## config.mk

```make
export PLATFORM = sky130hd
export DESIGN_NAME = lampfpu_top
export DESIGN_NICKNAME = d
export VERILOG_FILES = /design/src/common/lampfpu_pkg.sv /design/src/common/lampfpu_op_if.sv /design/src/arith/lampfpu_addsub.sv /design/src/arith/lampfpu_cmp.sv /design/src/arith/lampfpu_mul.sv /design/src/verilog/lampfpu_ctrl.sv /design/src/verilog/lampfpu_round.sv /design/src/verilog/lampfpu_top.sv /design/src/verilog/lampfpu_unpack.sv
export VERILOG_INCLUDE_DIRS = /design/src /design/src/common
export SDC_FILE = /design/constraint.sdc
export NUM_CORES = 1
export LEC_CHECK = 0
export BUFFER_PORTS_ARGS = -buffer_cell sky130_fd_sc_hd__buf_2
export CORE_ASPECT_RATIO = 0.5
export CORE_MARGIN = 5
export CORE_UTILIZATION = 58
export CTS_CLUSTER_SIZE = 40
export DETAILED_ROUTE_END_ITERATION = 12
export PLACE_DENSITY = 0.77
export SLEW_MARGIN = 20
export SYNTH_ARGS = -nofsm -noshare
export SYNTH_HDL_FRONTEND = slang
export SYNTH_HIERARCHICAL = 1
export SYNTH_SLANG_ARGS = --single-unit
```

## constraint.sdc

```tcl
create_clock -name clk -period 4.9 [get_ports clk]
set_input_delay 0.245 -clock clk [delete_from_list [all_inputs] [get_ports clk]]
set_output_delay 0.245 -clock clk [all_outputs]
set_load 0.005 [all_outputs]
```

## src/common/lampfpu_defines.svh

```systemverilog
// field widths and constants of the bfloat16 unit
// the word is 1 sign, 8 exponent and 7 fraction bits
// subnormals are not supported anywhere in the datapath

`ifndef LAMPFPU_DEFINES_SVH
`define LAMPFPU_DEFINES_SVH

`define LAMPFPU_DW		16
`define LAMPFPU_E_DW	8
`define LAMPFPU_F_DW	7

// guard, round and sticky below the fraction
`define LAMPFPU_GRS_DW	3

`define LAMPFPU_BIAS	127
`define LAMPFPU_QNAN	16'h7FC0

`endif

```

## src/common/lampfpu_pkg.sv

```systemverilog
// shared types of the bfloat16 unit
// operands arrive unpacked with the hidden bit already attached
// unit results leave unrounded with three extra low bits

`include "lampfpu_defines.svh"

package lampfpu_pkg;

	typedef enum logic [2:0]
	{
		IDLE	= 3'd0,
		ADD		= 3'd1,
		SUB		= 3'd2,
		MUL		= 3'd3,
		EQ		= 3'd4,
		LT		= 3'd5,
		LE		= 3'd6
	} opcode_t;

	typedef enum logic
	{
		RNE		= 1'b0,
		RTZ		= 1'b1
	} rnd_mode_t;

	// one operand after classification
	typedef struct packed
	{
		logic								sign;
		logic	[`LAMPFPU_E_DW-1:0]			exp;
		logic	[`LAMPFPU_F_DW:0]			sig;
		logic								is_zero;
		logic								is_inf;
		logic								is_nan;
	} unpacked_t;

	// unit result before rounding
	// sig holds hidden bit, fraction, then guard/round/sticky
	typedef struct packed
	{
		logic											valid;
		logic											sign;
		logic signed	[`LAMPFPU_E_DW+1:0]				exp;
		logic	[`LAMPFPU_F_DW+`LAMPFPU_GRS_DW:0]		sig;
		logic											is_nan;
		logic											is_inf;
		logic											is_zero;
	} prernd_t;

endpackage

```

## src/common/lampfpu_op_if.sv

```systemverilog
// unpacked operand pair from the unpacker to the units
// no handshake, the unpacker refreshes the pair every cycle
// units must capture what they need on their start pulse

`timescale 1ns/1ns
`include "lampfpu_defines.svh"

interface lampfpu_op_if
	import lampfpu_pkg::*;
();

	unpacked_t						op_a;
	unpacked_t						op_b;
	// |a| >= |b|
	logic							a_ge_b;
	logic	[`LAMPFPU_E_DW-1:0]		e_diff;

	modport producer
	(
		output	op_a,
		output	op_b,
		output	a_ge_b,
		output	e_diff
	);

	modport consumer
	(
		input	op_a,
		input	op_b,
		input	a_ge_b,
		input	e_diff
	);

endinterface

```

## src/arith/lampfpu_addsub.sv

```systemverilog
// two-stage bfloat16 adder and subtractor
// stage 1 aligns and adds, stage 2 normalizes
// exact zero is +0 in both modes, except (-0)+(-0)

`timescale 1ns/1ns
`include "lampfpu_defines.svh"

module lampfpu_addsub
	import lampfpu_pkg::*;
(
	input	logic				clk,
	input	logic				rst,
	input	logic				start_i,
	input	logic				sub_i,
	lampfpu_op_if.consumer		ops,
	output	prernd_t			res_o
);

	localparam int SIG_W = `LAMPFPU_F_DW + 1 + `LAMPFPU_GRS_DW;

	unpacked_t						big;
	unpacked_t						smaller;
	logic							b_sign;
	logic							big_sign;
	logic							eff_sub;
	logic	[2*SIG_W-1:0]			shifted;
	logic	[SIG_W-1:0]				aligned;
	logic	[SIG_W:0]				sum;
	logic							sum_sign;
	logic							sum_nan;
	logic							sum_inf;
	logic							s1_valid;
	logic							s1_sign;
	logic							s1_nan;
	logic							s1_inf;
	logic	[`LAMPFPU_E_DW-1:0]		s1_exp;
	logic	[SIG_W:0]				s1_sum;
	logic	[3:0]					lz;
	logic	[SIG_W-1:0]				norm_sig;
	logic signed	[`LAMPFPU_E_DW+1:0]	norm_exp;

	function automatic logic [3:0] lead_zeros(input logic [SIG_W-1:0] v);
		logic	[3:0]	n;
		logic			found;
		n = 4'(SIG_W);
		found = 1'b0;
		for (int i = SIG_W - 1; i >= 0; i--)
		begin
			if (v[i] && !found)
			begin
				n = 4'(SIG_W - 1 - i);
				found = 1'b1;
			end
		end
		return n;
	endfunction

	//////////////////////////////////////////////////
	// stage 1 alignment and significand add
	//////////////////////////////////////////////////

	always_comb
	begin
		b_sign		= ops.op_b.sign ^ sub_i;
		big			= ops.a_ge_b ? ops.op_a : ops.op_b;
		smaller		= ops.a_ge_b ? ops.op_b : ops.op_a;
		big_sign	= ops.a_ge_b ? ops.op_a.sign : b_sign;
		eff_sub		= ops.op_a.sign ^ b_sign;
		shifted		= {smaller.sig, {`LAMPFPU_GRS_DW{1'b0}}, {SIG_W{1'b0}}} >> ops.e_diff;
		aligned		= shifted[2*SIG_W-1 -: SIG_W];
		// jam everything shifted out into the sticky bit
		if (ops.e_diff >= SIG_W)
			aligned[0] = aligned[0] | (|smaller.sig);
		else
			aligned[0] = aligned[0] | (|shifted[SIG_W-1:0]);
		if (eff_sub)
			sum = {1'b0, big.sig, {`LAMPFPU_GRS_DW{1'b0}}} - {1'b0, aligned};
		else
			sum = {1'b0, big.sig, {`LAMPFPU_GRS_DW{1'b0}}} + {1'b0, aligned};
		sum_nan = ops.op_a.is_nan || ops.op_b.is_nan ||
			(ops.op_a.is_inf && ops.op_b.is_inf && eff_sub);
		sum_inf = ops.op_a.is_inf || ops.op_b.is_inf;
		if (ops.op_a.is_inf)
			sum_sign = ops.op_a.sign;
		else if (ops.op_b.is_inf)
			sum_sign = b_sign;
		else if (sum == '0)
			sum_sign = ops.op_a.sign & b_sign;
		else
			sum_sign = big_sign;
	end

	always_ff @(posedge clk)
	begin
		if (rst)
			s1_valid <= 1'b0;
		else
			s1_valid <= start_i;
		if (start_i)
		begin
			s1_sign	<= sum_sign;
			s1_exp	<= big.exp;
			s1_sum	<= sum;
			s1_nan	<= sum_nan;
			s1_inf	<= sum_inf;
		end
	end

	//////////////////////////////////////////////////
	// stage 2 normalization
	//////////////////////////////////////////////////

	assign lz = lead_zeros(s1_sum[SIG_W-1:0]);

	always_comb
	begin
		if (s1_sum[SIG_W])
		begin
			// carry out, one step right keeping the sticky
			norm_sig = {s1_sum[SIG_W:2], |s1_sum[1:0]};
			norm_exp = $signed({2'b00, s1_exp}) + 10'sd1;
		end
		else
		begin
			norm_sig = s1_sum[SIG_W-1:0] << lz;
			norm_exp = $signed({2'b00, s1_exp}) - $signed({6'b0, lz});
		end
	end

	always_ff @(posedge clk)
	begin
		if (rst)
			res_o.valid <= 1'b0;
		else
			res_o.valid <= s1_valid;
		if (s1_valid)
		begin
			res_o.sign		<= s1_sign;
			res_o.exp		<= norm_exp;
			res_o.sig		<= norm_sig;
			res_o.is_nan	<= s1_nan;
			res_o.is_inf	<= s1_inf && !s1_nan;
			res_o.is_zero	<= (s1_sum == '0) && !s1_nan && !s1_inf;
		end
	end

endmodule

```

## src/arith/lampfpu_cmp.sv

```systemverilog
// one-stage EQ/LT/LE comparator
// cmp_op_i is 01 for EQ, 10 for LT, 11 for LE and 00 for none
// any NaN gives 0, +0 equals -0

`timescale 1ns/1ns
`include "lampfpu_defines.svh"

module lampfpu_cmp
	import lampfpu_pkg::*;
(
	input	logic				clk,
	input	logic				rst,
	input	logic	[1:0]		cmp_op_i,
	lampfpu_op_if.consumer		ops,
	output	prernd_t			res_o
);

	logic	any_nan;
	logic	both_zero;
	logic	mag_eq;
	logic	is_eq;
	logic	is_lt;
	logic	cmp_bit;

	always_comb
	begin
		any_nan		= ops.op_a.is_nan || ops.op_b.is_nan;
		both_zero	= ops.op_a.is_zero && ops.op_b.is_zero;
		mag_eq		= {ops.op_a.exp, ops.op_a.sig} == {ops.op_b.exp, ops.op_b.sig};
		is_eq		= both_zero || (ops.op_a.sign == ops.op_b.sign && mag_eq);
		if (both_zero)
			is_lt = 1'b0;
		else if (ops.op_a.sign != ops.op_b.sign)
			is_lt = ops.op_a.sign;
		// both negative, order flips
		else if (ops.op_a.sign)
			is_lt = ops.a_ge_b && !mag_eq;
		else
			is_lt = !ops.a_ge_b;
		case (cmp_op_i)
			2'b01:		cmp_bit = is_eq;
			2'b10:		cmp_bit = is_lt;
			2'b11:		cmp_bit = is_lt || is_eq;
			default:	cmp_bit = 1'b0;
		endcase
	end

	always_ff @(posedge clk)
	begin
		if (rst)
			res_o.valid <= 1'b0;
		else
			res_o.valid <= |cmp_op_i;
		if (|cmp_op_i)
		begin
			res_o.sign		<= 1'b0;
			res_o.exp		<= '0;
			// result bit sits in the lsb of the significand
			res_o.sig		<= {{(`LAMPFPU_F_DW+`LAMPFPU_GRS_DW){1'b0}}, cmp_bit && !any_nan};
			res_o.is_nan	<= 1'b0;
			res_o.is_inf	<= 1'b0;
			res_o.is_zero	<= 1'b0;
		end
	end

endmodule

```

## src/arith/lampfpu_mul.sv

```systemverilog
// two-stage bfloat16 multiplier
// stage 1 forms the 16-bit product, stage 2 normalizes it
// zero times infinity gives NaN

`timescale 1ns/1ns
`include "lampfpu_defines.svh"

module lampfpu_mul
	import lampfpu_pkg::*;
(
	input	logic				clk,
	input	logic				rst,
	input	logic				start_i,
	lampfpu_op_if.consumer		ops,
	output	prernd_t			res_o
);

	localparam int SIG_W = `LAMPFPU_F_DW + 1 + `LAMPFPU_GRS_DW;
	localparam int PW = 2 * (`LAMPFPU_F_DW + 1);

	logic							s1_valid;
	logic							s1_sign;
	logic signed	[`LAMPFPU_E_DW+1:0]	s1_exp;
	logic	[PW-1:0]				s1_prod;
	logic							s1_nan;
	logic							s1_inf;
	logic							s1_zero;

	always_ff @(posedge clk)
	begin
		if (rst)
			s1_valid <= 1'b0;
		else
			s1_valid <= start_i;
		if (start_i)
		begin
			s1_sign	<= ops.op_a.sign ^ ops.op_b.sign;
			s1_prod	<= ops.op_a.sig * ops.op_b.sig;
			s1_exp	<= $signed({2'b00, ops.op_a.exp}) + $signed({2'b00, ops.op_b.exp}) -
				`LAMPFPU_BIAS;
			s1_nan	<= ops.op_a.is_nan || ops.op_b.is_nan ||
				(ops.op_a.is_zero && ops.op_b.is_inf) ||
				(ops.op_a.is_inf && ops.op_b.is_zero);
			s1_inf	<= ops.op_a.is_inf || ops.op_b.is_inf;
			s1_zero	<= ops.op_a.is_zero || ops.op_b.is_zero;
		end
	end

	// product is 1.x or 1x.x, the top bit decides the shift
	always_ff @(posedge clk)
	begin
		if (rst)
			res_o.valid <= 1'b0;
		else
			res_o.valid <= s1_valid;
		if (s1_valid)
		begin
			if (s1_prod[PW-1])
			begin
				res_o.sig	<= {s1_prod[PW-1 -: SIG_W-1], |s1_prod[PW-SIG_W:0]};
				res_o.exp	<= s1_exp + 10'sd1;
			end
			else
			begin
				res_o.sig	<= {s1_prod[PW-2 -: SIG_W-1], |s1_prod[PW-SIG_W-1:0]};
				res_o.exp	<= s1_exp;
			end
			res_o.sign		<= s1_sign;
			res_o.is_nan	<= s1_nan;
			res_o.is_inf	<= s1_inf && !s1_nan;
			res_o.is_zero	<= s1_zero && !s1_nan;
		end
	end

endmodule

```

## src/verilog/lampfpu_ctrl.sv

```systemverilog
// idle/work/done controller of the unit
// flush_i only blocks acceptance, it does not abort work in flight
// ready_o is combinational on opcode_i

`timescale 1ns/1ns
`include "lampfpu_defines.svh"

module lampfpu_ctrl
	import lampfpu_pkg::*;
(
	input	logic						clk,
	input	logic						rst,
	input	logic						flush_i,
	input	logic						padv_i,
	input	opcode_t					opcode_i,
	input	rnd_mode_t					rnd_mode_i,
	input	logic						rnd_valid_i,
	input	logic	[`LAMPFPU_DW-1:0]	rnd_result_i,
	output	logic						add_start_o,
	output	logic						sub_o,
	output	logic						mul_start_o,
	output	logic	[1:0]				cmp_op_o,
	output	opcode_t					sel_o,
	output	rnd_mode_t					rnd_mode_o,
	output	logic	[`LAMPFPU_DW-1:0]	result_o,
	output	logic						valid_o,
	output	logic						ready_o
);

	typedef enum logic [1:0]
	{
		S_IDLE,
		S_WORK,
		S_DONE
	} state_t;

	state_t		state;
	logic		accept;

	assign accept = (state == S_IDLE) && (opcode_i != IDLE) && !flush_i;
	assign ready_o = (opcode_i == IDLE) || valid_o;

	always_ff @(posedge clk)
	begin
		if (rst)
		begin
			state		<= S_IDLE;
			add_start_o	<= 1'b0;
			sub_o		<= 1'b0;
			mul_start_o	<= 1'b0;
			cmp_op_o	<= 2'b00;
			sel_o		<= IDLE;
			rnd_mode_o	<= RNE;
			result_o	<= '0;
			valid_o		<= 1'b0;
		end
		else
		begin
			// start pulses last one cycle
			add_start_o	<= 1'b0;
			mul_start_o	<= 1'b0;
			cmp_op_o	<= 2'b00;
			case (state)
				S_IDLE:
				begin
					if (accept)
					begin
						state		<= S_WORK;
						sel_o		<= opcode_i;
						rnd_mode_o	<= rnd_mode_i;
						sub_o		<= (opcode_i == SUB);
						case (opcode_i)
							ADD, SUB:	add_start_o	<= 1'b1;
							MUL:		mul_start_o	<= 1'b1;
							EQ:			cmp_op_o	<= 2'b01;
							LT:			cmp_op_o	<= 2'b10;
							LE:			cmp_op_o	<= 2'b11;
							default:	;
						endcase
					end
				end
				S_WORK:
				begin
					if (rnd_valid_i)
					begin
						result_o	<= rnd_result_i;
						valid_o		<= 1'b1;
						state		<= S_DONE;
					end
				end
				default:
				begin
					if (padv_i)
					begin
						valid_o		<= 1'b0;
						sel_o		<= IDLE;
						state		<= S_IDLE;
					end
				end
			endcase
		end
	end

	// a single unit starts, and only right after acceptance
	assert property (@(posedge clk) disable iff (rst)
		(add_start_o || mul_start_o || (|cmp_op_o)) |->
			$onehot0({add_start_o, mul_start_o, |cmp_op_o}) &&
			state == S_WORK && $past(state) == S_IDLE);

	// held result under back-pressure
	assert property (@(posedge clk) disable iff (rst)
		(state == S_DONE && !padv_i) |=> $stable(valid_o) && $stable(result_o));

endmodule

```

## src/verilog/lampfpu_round.sv

```systemverilog
// picks the active unit and rounds its result
// overflow saturates under RTZ, underflow flushes to signed zero
// compare results pass through as 0 or 1

`timescale 1ns/1ns
`include "lampfpu_defines.svh"

module lampfpu_round
	import lampfpu_pkg::*;
(
	input	opcode_t					sel_i,
	input	rnd_mode_t					rnd_mode_i,
	input	prernd_t					add_i,
	input	prernd_t					mul_i,
	input	prernd_t					cmp_i,
	output	logic	[`LAMPFPU_DW-1:0]	result_o,
	output	logic						valid_o
);

	prernd_t							r;
	logic								is_cmp;
	logic								inc;
	logic	[`LAMPFPU_F_DW+1:0]			rounded;
	logic signed	[`LAMPFPU_E_DW+1:0]	exp_r;

	always_comb
	begin
		case (sel_i)
			ADD, SUB:	r = add_i;
			MUL:		r = mul_i;
			EQ, LT, LE:	r = cmp_i;
			default:	r = '0;
		endcase
	end

	assign is_cmp = (sel_i == EQ) || (sel_i == LT) || (sel_i == LE);
	assign valid_o = r.valid;

	// nearest even, guard set and anything below it or an odd lsb
	assign inc = (rnd_mode_i == RNE) && r.sig[`LAMPFPU_GRS_DW-1] &&
		(r.sig[`LAMPFPU_GRS_DW-2] || r.sig[0] || r.sig[`LAMPFPU_GRS_DW]);
	assign rounded = {1'b0, r.sig[`LAMPFPU_F_DW+`LAMPFPU_GRS_DW:`LAMPFPU_GRS_DW]} +
		{{(`LAMPFPU_F_DW+1){1'b0}}, inc};
	// carry out means 10.0000000, fraction bits are already zero
	assign exp_r = $signed(r.exp) + $signed({{(`LAMPFPU_E_DW+1){1'b0}}, rounded[`LAMPFPU_F_DW+1]});

	//////////////////////////////////////////////////
	// packing with special values
	//////////////////////////////////////////////////

	always_comb
	begin
		if (is_cmp)
			result_o = {{(`LAMPFPU_DW-1){1'b0}}, r.sig[0]};
		else if (r.is_nan)
			result_o = `LAMPFPU_QNAN;
		else if (r.is_inf)
			result_o = {r.sign, {`LAMPFPU_E_DW{1'b1}}, {`LAMPFPU_F_DW{1'b0}}};
		else if (r.is_zero || exp_r < 10'sd1)
			result_o = {r.sign, {(`LAMPFPU_DW-1){1'b0}}};
		else if (exp_r > 10'sd254 && rnd_mode_i == RTZ)
			result_o = {r.sign, {(`LAMPFPU_E_DW-1){1'b1}}, 1'b0, {`LAMPFPU_F_DW{1'b1}}};
		else if (exp_r > 10'sd254)
			result_o = {r.sign, {`LAMPFPU_E_DW{1'b1}}, {`LAMPFPU_F_DW{1'b0}}};
		else
			result_o = {r.sign, exp_r[`LAMPFPU_E_DW-1:0], rounded[`LAMPFPU_F_DW-1:0]};
	end

	// units only report while the controller has an operation selected
	always_comb
	begin
		assert final ($isunknown(sel_i) || sel_i != IDLE ||
			!(add_i.valid || mul_i.valid || cmp_i.valid))
			else $error("unit result with no operation selected");
	end

endmodule

```

## src/verilog/lampfpu_top.sv

```systemverilog
// bfloat16 unit with add, sub, mul and compare
// one operation at a time, latency depends on the opcode
// result is held until padv_i, subnormals are flushed to zero

`timescale 1ns/1ns
`include "lampfpu_defines.svh"

module lampfpu_top
	import lampfpu_pkg::*;
(
	input	logic						clk,
	input	logic						rst,
	input	logic						flush_i,
	input	logic						padv_i,
	input	opcode_t					opcode_i,
	input	rnd_mode_t					rnd_mode_i,
	input	logic	[`LAMPFPU_DW-1:0]	op1_i,
	input	logic	[`LAMPFPU_DW-1:0]	op2_i,
	output	logic	[`LAMPFPU_DW-1:0]	result_o,
	output	logic						valid_o,
	output	logic						ready_o
);

	logic						add_start;
	logic						sub;
	logic						mul_start;
	logic	[1:0]				cmp_op;
	opcode_t					sel;
	rnd_mode_t					rnd_mode;
	prernd_t					add_res;
	prernd_t					mul_res;
	prernd_t					cmp_res;
	logic	[`LAMPFPU_DW-1:0]	rnd_result;
	logic						rnd_valid;

	lampfpu_op_if ops ();

	lampfpu_unpack u_unpack
	(
		.clk			(clk),
		.rst			(rst),
		.op1_i			(op1_i),
		.op2_i			(op2_i),
		.ops			(ops.producer)
	);

	lampfpu_ctrl u_ctrl
	(
		.clk			(clk),
		.rst			(rst),
		.flush_i		(flush_i),
		.padv_i			(padv_i),
		.opcode_i		(opcode_i),
		.rnd_mode_i		(rnd_mode_i),
		.rnd_valid_i	(rnd_valid),
		.rnd_result_i	(rnd_result),
		.add_start_o	(add_start),
		.sub_o			(sub),
		.mul_start_o	(mul_start),
		.cmp_op_o		(cmp_op),
		.sel_o			(sel),
		.rnd_mode_o		(rnd_mode),
		.result_o		(result_o),
		.valid_o		(valid_o),
		.ready_o		(ready_o)
	);

	//////////////////////////////////////////////////
	// functional units
	//////////////////////////////////////////////////

	lampfpu_addsub u_addsub
	(
		.clk			(clk),
		.rst			(rst),
		.start_i		(add_start),
		.sub_i			(sub),
		.ops			(ops.consumer),
		.res_o			(add_res)
	);

	lampfpu_mul u_mul
	(
		.clk			(clk),
		.rst			(rst),
		.start_i		(mul_start),
		.ops			(ops.consumer),
		.res_o			(mul_res)
	);

	lampfpu_cmp u_cmp
	(
		.clk			(clk),
		.rst			(rst),
		.cmp_op_i		(cmp_op),
		.ops			(ops.consumer),
		.res_o			(cmp_res)
	);

	lampfpu_round u_round
	(
		.sel_i			(sel),
		.rnd_mode_i		(rnd_mode),
		.add_i			(add_res),
		.mul_i			(mul_res),
		.cmp_i			(cmp_res),
		.result_o		(rnd_result),
		.valid_o		(rnd_valid)
	);

endmodule

```

## src/verilog/lampfpu_unpack.sv

```systemverilog
// splits and classifies both operands every cycle
// an exponent field of zero counts as zero, subnormal fractions are dropped
// the magnitude order compares exponent then significand

`timescale 1ns/1ns
`include "lampfpu_defines.svh"

module lampfpu_unpack
	import lampfpu_pkg::*;
(
	input	logic						clk,
	input	logic						rst,
	input	logic	[`LAMPFPU_DW-1:0]	op1_i,
	input	logic	[`LAMPFPU_DW-1:0]	op2_i,
	lampfpu_op_if.producer				ops
);

	unpacked_t	a;
	unpacked_t	b;
	logic		a_ge_b;

	function automatic unpacked_t split_word(input logic [`LAMPFPU_DW-1:0] w);
		unpacked_t	u;
		logic		exp_max;
		logic		frac_nz;
		u.sign		= w[`LAMPFPU_DW-1];
		u.exp		= w[`LAMPFPU_DW-2 -: `LAMPFPU_E_DW];
		exp_max		= &u.exp;
		frac_nz		= |w[`LAMPFPU_F_DW-1:0];
		u.is_zero	= (u.exp == '0);
		u.is_inf	= exp_max && !frac_nz;
		u.is_nan	= exp_max && frac_nz;
		// hidden bit, cleared for zero and subnormal patterns
		u.sig		= u.is_zero ? '0 : {1'b1, w[`LAMPFPU_F_DW-1:0]};
		return u;
	endfunction

	assign a = split_word(op1_i);
	assign b = split_word(op2_i);
	assign a_ge_b = {a.exp, a.sig} >= {b.exp, b.sig};

	always_ff @(posedge clk)
	begin
		if (rst)
		begin
			ops.op_a	<= '0;
			ops.op_b	<= '0;
			ops.a_ge_b	<= 1'b0;
			ops.e_diff	<= '0;
		end
		else
		begin
			ops.op_a	<= a;
			ops.op_b	<= b;
			ops.a_ge_b	<= a_ge_b;
			ops.e_diff	<= a_ge_b ? (a.exp - b.exp) : (b.exp - a.exp);
		end
	end

endmodule
```

Word-level counts from Yosys, hierarchy flattened
Cells that the tools add are included.

storage, ports and cells
  word-level logic and storage cells = 256
  output and inout port bits = 18
  bits in registers = 186

operators by class
  muxes and demuxes = 59
  $lt $le $gt $ge = 4
  shift-type cells = 2
  reductions and logical operators = 94
  equal/unequal tests = 21
  bitwise logic cells = 10
  $mul = 1
  add/sub/neg operators = 11

operators by type and width
  kind                                                  count
  one-hot mux 26 bit (3 select lines)                   1
  two-way mux 15 bit                                    4
  two-way mux 4 bit                                     11
  logical AND 1 bit                                     32
  two-way mux 16 bit                                    2
  zero test 12 bit                                      2
  two-way mux 8 bit                                     3
  two-way mux 1 bit                                     22
  >> shifter 22 x 8 -> 22 bit                           1
  two-way mux 21 bit                                    1
  two-way mux 10 bit                                    2
  zero test 1 bit                                       19
  two-way mux 19 bit                                    1
  equality test 3 bit (second input constant)           6
  equality test 16 bit                                  1
  greater-or-equal comparator 16 bit                    1
  zero test 8 bit                                       2
  multiplier 8 x 8 -> 16 bit                            1
  AND reduction 8 bit                                   2
  subtractor 8 bit                                      2
  logical OR 1 bit                                      14
  OR reduction 7 bit                                    2
  adder 11 x 11 -> 12 bit                               1
  equality test 3 x 2 -> 1 bit (second input constant)  4
  other kinds (43)                                      65

Logic depth before layout (Yosys ltp)
Gate-level depths: netlist (run 1).

  word-level depth = 33
  gate-level depth with buffers = 24
  mapped depth without buffers = 20

Modules after synthesis
The synthesis (run 1) kept the hierarchy.

modules (own cells, without submodules)
  module          area an instance (um2)  cells each  instances
  lampfpu_addsub  4585.6                  497         1
  lampfpu_mul     4576.9                  402         1
  lampfpu_unpack  2366.0                  266         1
  lampfpu_round   1689.1                  243         1
  lampfpu_ctrl    1006.0                  110         1
  lampfpu_cmp     501.7                   62          1

Worst setup path before layout (run 1)
Ideal clock, no wire load.

  path kind = reg-to-reg
  start = register u_ctrl.sel_o[0]
  end = register u_ctrl.result_o[7]
  period minus slack after synthesis = 4.668 ns
  buffers on the path = 3
  setup slack = 0.232 ns
  stages on the path, launching flop included = 24
  required time = 4.830 ns
  arrival = 4.599 ns
  cell sequence = dfxtp_1 > buf_6 > buf_6 > buf_2 > mux2_2 > a22oi_1 > nor2_1 > a31oi_1 > nor3_1 > ha_1 > nand3_1 > or3_1 > nor3_1 > ha_1 > ha_1 > inv_1 > or4_1 > a21oi_1 > o2111ai_1 > or4_1 > and3_1 > o21ai_2 > nand2_1 > a21oi_1

on the way
  longest elaborated chain between the ends = 15
  elaborated cells on any way between the ends = 28
  those cells by class = 2 x add/sub; 2 x order compare; 6 x eq/ne; 7 x mux; 11 x reduce/logical

RTL lines
  item                                                             line                                      text
  start, declared                                                  lampfpu_ctrl.sv:23                        output opcode_t sel_o,
  start signal, assigned                                           lampfpu_ctrl.sv:69                        sel_o <= opcode_i;
  equality test 3 bit (tied with other cells)                      lampfpu_round.sv:28, lampfpu_round.sv:36
  OR reduction 3 bit / OR reduction 2 bit (equally long branches)  lampfpu_round.sv:28                       case (sel_i)
  one-hot mux 26 bit (3 select lines)                              lampfpu_round.sv:28
  logical OR 1 bit (2 in a row)                                    lampfpu_round.sv:41                       (r.sig[`LAMPFPU_GRS_DW-2] || r.sig[0] || r.sig[`LAMPFPU_GRS_DW]);
  logical AND 1 bit                                                lampfpu_round.sv:40                       assign inc = (rnd_mode_i == RNE) && r.sig[`LAMPFPU_GRS_DW-1] &&
  adder 8 x 1 -> 9 bit                                             lampfpu_round.sv:42                       assign rounded = {1'b0, r.sig[`LAMPFPU_F_DW+`LAMPFPU_GRS_DW:`LAMPFPU_GRS_DW]} +
  adder 10 x 2 -> 10 bit                                           lampfpu_round.sv:45                       assign exp_r = $signed(r.exp) + $signed({{(`LAMPFPU_E_DW+1){1'b0}}, rounded[`LAMPFPU_F_DW+1]});
  > comparator 10 x 9 -> 1 bit                                     lampfpu_round.sv:61, lampfpu_round.sv:63
  two-way mux 15 bit / logical AND 1 bit (equally long branches)   lampfpu_round.sv:63, lampfpu_round.sv:61
  two-way mux 15 bit                                               lampfpu_round.sv:61                       else if (exp_r > 10'sd254 && rnd_mode_i == RTZ)
  two-way mux 15 bit                                               lampfpu_round.sv:59                       else if (r.is_zero || exp_r < 10'sd1)
  two-way mux 15 bit                                               lampfpu_round.sv:57                       else if (r.is_inf)
  two-way mux 16 bit                                               lampfpu_round.sv:55                       else if (r.is_nan)
  two-way mux 16 bit (*)                                           lampfpu_round.sv:53                       if (is_cmp)
  named net rnd_result[7]                                          lampfpu_top.sv:33                         logic [`LAMPFPU_DW-1:0] rnd_result;
  end signal, assigned                                             lampfpu_ctrl.sv:86                        result_o <= rnd_result_i;
  end, declared                                                    lampfpu_ctrl.sv:25                        output logic [`LAMPFPU_DW-1:0] result_o,

Mark *: on every way through the listed nets, which the timed path passes. The rest lies on a longest branch.
A chain may end at the register's enable or synchronous reset.

Final worst setup path (run 1)
Same ends and word-level chain as after synthesis.

==> impl_summary.txt, run 1 <==
----------------------------------------------------
[Status]
  Status ... completed

[Pwr]
  VDD IR-drop max ... 0.300 mV
  Power density over the cells ... 271 nW/µm²
  Post-layout total power ... 4290 µW
  Internal power component ... 2880 µW
  Combinational Power Share ... 25.7%
  Clock group share of total power ... between 30 and 40%
  Switching component of the power ... approximately 1400 µW
  Seq pwr share ... 42.1%
  Switching power share of the total ... about 33%
  Leakage Power ... 0.00662 µW

[Worst setup path]
  Capturing point of the worst reg2reg path ... u_ctrl/result_o[7]
  Worst Reg2Reg Path Length in Cells ... 19
  Data arrival, critical path ... approximately 5.0 ns
  Kind of end point of the critical path ... flip-flop
  Maximum fanout along the worst path ... 18
  Internal reg-to-reg setup slack ... 0.29 ns
  Worst endpoint required time ... approximately 5.3 ns
  Crit start category ... flip-flop
  Worst Setup Path Type ... reg -> reg
  Beginning of the worst register-to-register path ... u_ctrl/sel_o[0]

[Placed design]
  Half-perimeter wire length after detailed placement ... 28.6 mm
  Routability congestion estimate ... 0.921
  Port-buffer cells ... between 50 and 60

[Clocking]
  Number of buffers added by the clock tree synthesis step ... 17
  Clock insertion delay at the later pin of the skew report ... 0.46 ns
  Maximum buffer depth of the clock tree ... 2
  Number of sinks handled by clock tree synthesis ... 186
  CTS H-tree lvls ... 4
  Clock tree from TritonCTS ... yes
  Clock transition time at the flip-flop clock pins of the worst setup and hold paths ... 0.07 ns
  Clock Root Buffer ... clkbuf_16
  Total setup buffers inserted after CTS ... 0

[Global routing]
  Initial antenna violation count ... 1
  Largest net degree at the start of global routing ... 39
  Global-route wire length before repair ... 59.7 mm
  Number of global-route vias before repair ... 11220
  Overall routing resource usage ... around 26%
  Global route total overflow ... 0

[Floorplanning]
  Total die area ... between 20000 and 30000 µm²
  Die Wd ... 235 µm
  Die Ht ... 123 µm
  Initial cell density of the core ... 58.6%
  Placement Rows ... 41
  Core ar. ... 25100 µm²
  Top-Level Pins ... 58

[Detailed routing]
  Post-DR vias/cell ... 6.01
  Post-route ant nets ... 0
  Drt pass-1 iters ... 6
  Final WL ... 37.0 mm
  Total vias in the final route ... 11847
  Routed wirelength normalized by instance count ... 18.8 µm
  Remaining routing DRC violations ... 0
  Starting DRT DRC Count ... 1160

[Final layout]
  Most used cells in the layout excluding fill and tap cells ... 150 x nand2_1, 126 x inv_1, 104 x edfxtp_1
  Fraction of layout cells with a size suffix above 1 ... 14.8%
  Fillcell total ... 2089
  Most common cell after layout, fill and taps aside ... nand2_1
  Count of antenna diodes in the layout ... 0
  Final net count ... 1797
  Layout overhead on the synthesized area ... 7.61%
  Area taken by multi-input logic gates ... 9060 µm²
  Register Area ... around 4800 µm²

[STA]
  Max-slew violation count ... 0
  Worst Max-Slew Pin Slew ... 1.03 ns
  Period utilisation layout ... 94.1%
  F_max ... roughly 220 MHz
  Shortest period the worst path allows ... about 4.6 ns
  Final count of hold timing violations ... 0
  Final worst clock skew ... 0.0129 ns
  Worst slack on hold paths ... 0.0262 ns
  Worst slew margin relative to its limit ... between 30% and 40%
  Setup-failing EPs final ... 0

[Synth]
  Average size of a mapped cell ... 9.32 µm²
  Synth warnings ... 6
  Synthesized netlist cell count ... 1578
  Cell Area, Synth ... 14700 µm²

[Hold path]
  HP Class ... in -> reg
  Worst Hold Depth ... 2
  Hold EP ... u_unpack/ops.op_a[4]
  Min-Delay Startpoint ... op1_i[1]

[Job]
  Maximum Capacitance Violations ... 0

----------------------------------------------------
stage by stage:
stage / TNS [ns] / setup WS (ns) / cells / area, µm² / util [%]
finish: 0 / 0.290 / 1972 / 15800 / 63.1
floorplan: 0 / 0.232 / 1599 / 14800 / -
global route: -0.0112 / -0.00619 / 1972 / 15800 / 63.1
CTS: 0 / 0.0345 / 1972 / 15800 / 62.9
detailed placement: 0 / 0.0361 / 1939 / 15200 / 60.5
global placement: 0 / 0.218 / 1939 / 15200 / 60.5
sequential cells by signal (all words and copies together), names as in the netlist, 3 cells and up:
name / flops
u_mul/s1_prod: 16
u_addsub/res_o: 26
u_unpack/ops.e_diff: 8
u_unpack/ops.op_a: 20
u_unpack/ops.op_b: 20
u_ctrl/sel_o: 3
u_ctrl/result_o: 16
u_mul/s1_exp: 10
u_addsub/s1_sum: 12
u_mul/res_o: 26
u_addsub/s1_exp: 8
how the worst max path moves through the flow:
stage	from	to	slack [ns]	cells past startpoint
4_1_cts	u_ctrl/sel_o[0]	u_ctrl/result_o[7]	0.03	20
3_3_place_gp	u_unpack/ops.op_b[9]	u_mul/s1_prod[15]	0.22	13
3_5_place_dp	u_ctrl/sel_o[0]	u_ctrl/result_o[7]	0.04	20
2_1_floorplan	u_ctrl/sel_o[0]	u_ctrl/result_o[7]	0.23	23
6_report	u_ctrl/sel_o[0]	u_ctrl/result_o[7]	0.29	19
5_1_grt	u_ctrl/sel_o[0]	u_ctrl/result_o[0]	-0.006	21
worst max-delay path: stages, from the launching register on:
cell	delay [ns]
dfxtp_2	0.38
buf_4	0.26
mux2_2	0.19
a221oi_1	0.06
a21oi_1	0.20
ha_1	0.21
nand3_1	0.11
or3_1	0.43
nor3_1	0.22
ha_1	0.21
ha_2	0.23
inv_1	0.13
or4_1	0.54
a21oi_1	0.16
o2111ai_1	0.25
or4_1	0.45
and3_1	0.18
o21ai_2	0.11
nand2_1	0.07
a21oi_1	0.14
repair_timing:
| item | CTS | global route |
|---|---|---|
| setup endpoints to repair | 0 | 18 |
| gates resized for setup | 0 | 18 |
| hold buffers | 1 | 0 |
| endpoints found under the hold margin | 1 | 0 |
final cells by class:
cell class / instances / share of cell area, %
inverters: 127 / 3.01
flip-flops and latches: 186 / 30.2
clock inverters: 14 / 1.03
multi-input cells: 1200 / 57.3
well taps: 344 / 2.72
repair buffers: 83 / 3.05
clock buffers: 18 / 2.71
power groups by stage:
stage	registers, µW	logic [µW]	clock network, µW
floorplan	1790	846	0
global placement	1840	1060	0
detailed placement	1840	1070	0
CTS	1800	1080	1400
global route	1820	1220	1470
finish	1810	1100	1380
metal layers:
metal	global-route usage (%)	wire (µm)	vias to the layer above	share of wire, %
met4	8.41	841	0	2.3
met2	40.8	16300	421	44
met1	36.5	17100	5663	46
met3	5.25	2710	57	7.3
li1	-	-	5706	-
met5	0	0	-	0
No activity file was read; power rests on OpenSTA's default activity.
==> run 2, diff against run 1 <==
--- a/config.mk
+++ b/config.mk
@@ -9,10 +9,10 @@
 export BUFFER_PORTS_ARGS = -buffer_cell sky130_fd_sc_hd__buf_2
 export CORE_ASPECT_RATIO = 0.5
 export CORE_MARGIN = 5
-export CORE_UTILIZATION = 58
+export CORE_UTILIZATION = 55
 export CTS_CLUSTER_SIZE = 40
 export DETAILED_ROUTE_END_ITERATION = 12
-export PLACE_DENSITY = 0.77
+export PLACE_DENSITY = 0.73
 export SLEW_MARGIN = 20
 export SYNTH_ARGS = -nofsm -noshare
 export SYNTH_HDL_FRONTEND = slang
==> run 2 against run 1 <==
Compared with the run above: design area is 0.11% higher; utilization down 3.0 points; fmax down 3.6%; routed wire length increased by 2.4%; total power down 0.65%; final cell count rose by 0.25%; hold slack better by 0.0080 ns; first-iteration DRC count is 28% lower; count of clock-buffer cells in the layout decreased by 1; combinational power about the same; sequential power about the same; critical endpoint is now u_mul/s1_prod[15]; largest cell class unchanged.
==> impl_summary.txt, run 2 (synthesized netlist as in run 1, its figures left out) <==
----------------------------------------------------
[Worst setup path]
  Worst Reg2Reg Path Length in Cells ... 13
  Worst Setup Path Type ... reg -> reg
  Crit start category ... flip-flop
  Maximum fanout along the worst path ... 14
  Worst endpoint required time ... 5.11 ns
  Data arrival, critical path ... 5.00 ns
  Kind of end point of the critical path ... flip-flop

[Clocking]
  Number of sinks handled by clock tree synthesis ... approximately 190
  Clock Root Buffer ... clkbuf_16
  Maximum buffer depth of the clock tree ... 2
  Clock tree from TritonCTS ... yes
  CTS H-tree lvls ... 4
  Clock transition time at the flip-flop clock pins of the worst setup and hold paths ... ~0.07 ns
  Count of hold-fix buffers inserted at cts ... 0
  Number of buffers added by the clock tree synthesis step ... 17
  Clock insertion delay at the later pin of the skew report ... 0.45 ns

[Final layout]
  Registers with the most flip-flops ... u_addsub/res_o: 26 flops, u_mul/res_o: 26 flops
  Count of antenna diodes in the layout ... 0
  Fillcell total ... 2328
  Most common cell after layout, fill and taps aside ... nand2_1
  Fraction of layout cells with a size suffix above 1 ... 15.4%
  Most used cells in the layout excluding fill and tap cells ... 150 x nand2_1, 126 x inv_1, 104 x edfxtp_1
  Final net count ... roughly 1800
  Fin area ... 15800 µm²
  Non-filler cells, final ... 1977
  Layout overhead on the synthesized area ... 7.73%

[Placed design]
  Pre-CTS setup slack ... -0.00624 ns
  Count of placed standard cells including taps ... 1944
  Routability congestion estimate ... 0.915
  Post-detailed-placement cell area ... ~15000 µm²
  Port-buffer cells ... 57
  Half-perimeter wire length after detailed placement ... just under 30 mm

[Global routing]
  Overall routing resource usage ... 25.0%
  Number of global-route vias before repair ... 11237
  Global route total overflow ... 0
  Initial antenna violation count ... 0
  Largest net degree at the start of global routing ... 39
  Global-route wire length before repair ... 60.5 mm

[Detailed routing]
  Routed wirelength normalized by instance count ... 19.1 µm
  Starting DRT DRC Count ... 839
  M1 wire length ... roughly 18 mm
  Top Metal Used ... met4
  Post-route ant nets ... 0
  Drt pass-1 iters ... 5
  Met3 wire length ... 2.11 mm
  Final WL ... 37.9 mm
  Met2 Routed Length ... between 15 and 20 mm
  Post-DR vias/cell ... 5.97
  Remaining routing DRC violations ... 0
  Total vias in the final route ... ~12000

[Floorplanning]
  Initial cell density of the core ... 55.8%
  Core ar. ... roughly 26000 µm²
  Top-Level Pins ... 58
  Total die area ... 30300 µm²
  Die Ht ... 126 µm
  Placement Rows ... 42
  Die Wd ... 241 µm

[STA]
  Final count of hold timing violations ... 0
  Final TNS setup ... 0 ns
  Worst Max-Slew Pin Slew ... roughly 1.1 ns
  RSZ-0062 raised after global routing ... true
  Worst slack on hold paths ... between 0.03 and 0.04 ns
  Max-slew violation count ... 0
  F_max ... approximately 210 MHz
  Worst slew margin relative to its limit ... 27.6%
  Shortest period the worst path allows ... 4.78 ns
  Period utilisation layout ... 97.6%
  Final worst clock skew ... 0.0108 ns
  Setup-failing EPs final ... 0
  Setup slack after layout ... 0.117 ns

[Status]
  Status ... completed

[Hold path]
  Worst Hold Depth ... 2
  HP Class ... in -> reg

[Pwr]
  Clock group share of total power ... 31.6%
  Seq pwr share ... 42.4%
  Internal power component ... 2840 µW
  Power density over the cells ... approximately 270 nW/µm²
  VDD IR-drop max ... roughly 0.26 mV
  Switching power share of the total ... roughly a third
  Leakage Power ... 0.00660 µW
  Combinational Power Share ... 26.0%
  Switching component of the power ... 1420 µW

[Job]
  Maximum Capacitance Violations ... 0

----------------------------------------------------
==> run 2: power groups by stage <==
stage	combinational [µW]	sequential [µW]	clock, µW
finish	1110	1810	1350
global placement	1060	1840	0
detailed placement	1080	1840	0
floorplan	846	1790	0
global route	1230	1820	1450
CTS	1090	1800	1370
==> run 2: worst max-delay path: stages (launching register included) <==
cell,delay [ns]
dfxtp_1,0.71
nand2_1,0.16
fa_1,0.48
fa_1,0.49
inv_1,0.06
fa_1,0.52
inv_1,0.05
fa_1,0.53
inv_1,0.05
ha_1,0.37
o2111ai_1,0.17
a21oi_1,0.34
and4bb_1,0.23
nor3b_1,0.38
==> run 2: metrics by stage <==
stage / utilization, % / power, µW
floorplan: - / 2630
global placement: 57.5 / 2900
detailed placement: 57.5 / 2920
CTS: 59.8 / 4260
global route: 60.1 / 4500
finish: 60.1 / 4260
==> run 2: routing by layer <==
layer,GRT usage [%],up-vias
met5,0,-
met4,5.60,0
met3,4.26,32
met2,39.1,383
met1,36.9,5689
li1,-,5690
==> run 2: final timing paths <==
check / start / to / slack, ns
max reg2reg: u_unpack/ops.op_a[8] / u_mul/s1_prod[15] / 0.12
min reg2reg: u_mul/s1_sign / u_mul/res_o[24] / 0.43
max: u_unpack/ops.op_a[8] / u_mul/s1_prod[15] / 0.12
min: op2_i[15] / u_unpack/ops.op_b[19] / 0.03
==> run 2: timing repair <==
action	CTS	global route
endpoints found under the setup margin	8	17
endpoints found under the hold margin	0	0
buffers inserted	0	1
gates resized for setup	2	29
pin swaps	0	3
==> run 2: layout make-up <==
cell class | count | area [µm²] | area share, %
Timing Repair Buffer | 80 | 465 | 2.94
Clock buffer | 17 | 425 | 2.68
Inverter | 127 | 480 | 3.03
Tap cell | 352 | 440 | 2.78
Clock inverter | 15 | 151 | 0.955
Sequential cell | 186 | 4790 | 30.2
Multi-Input combinational cell | 1200 | 9100 | 57.4
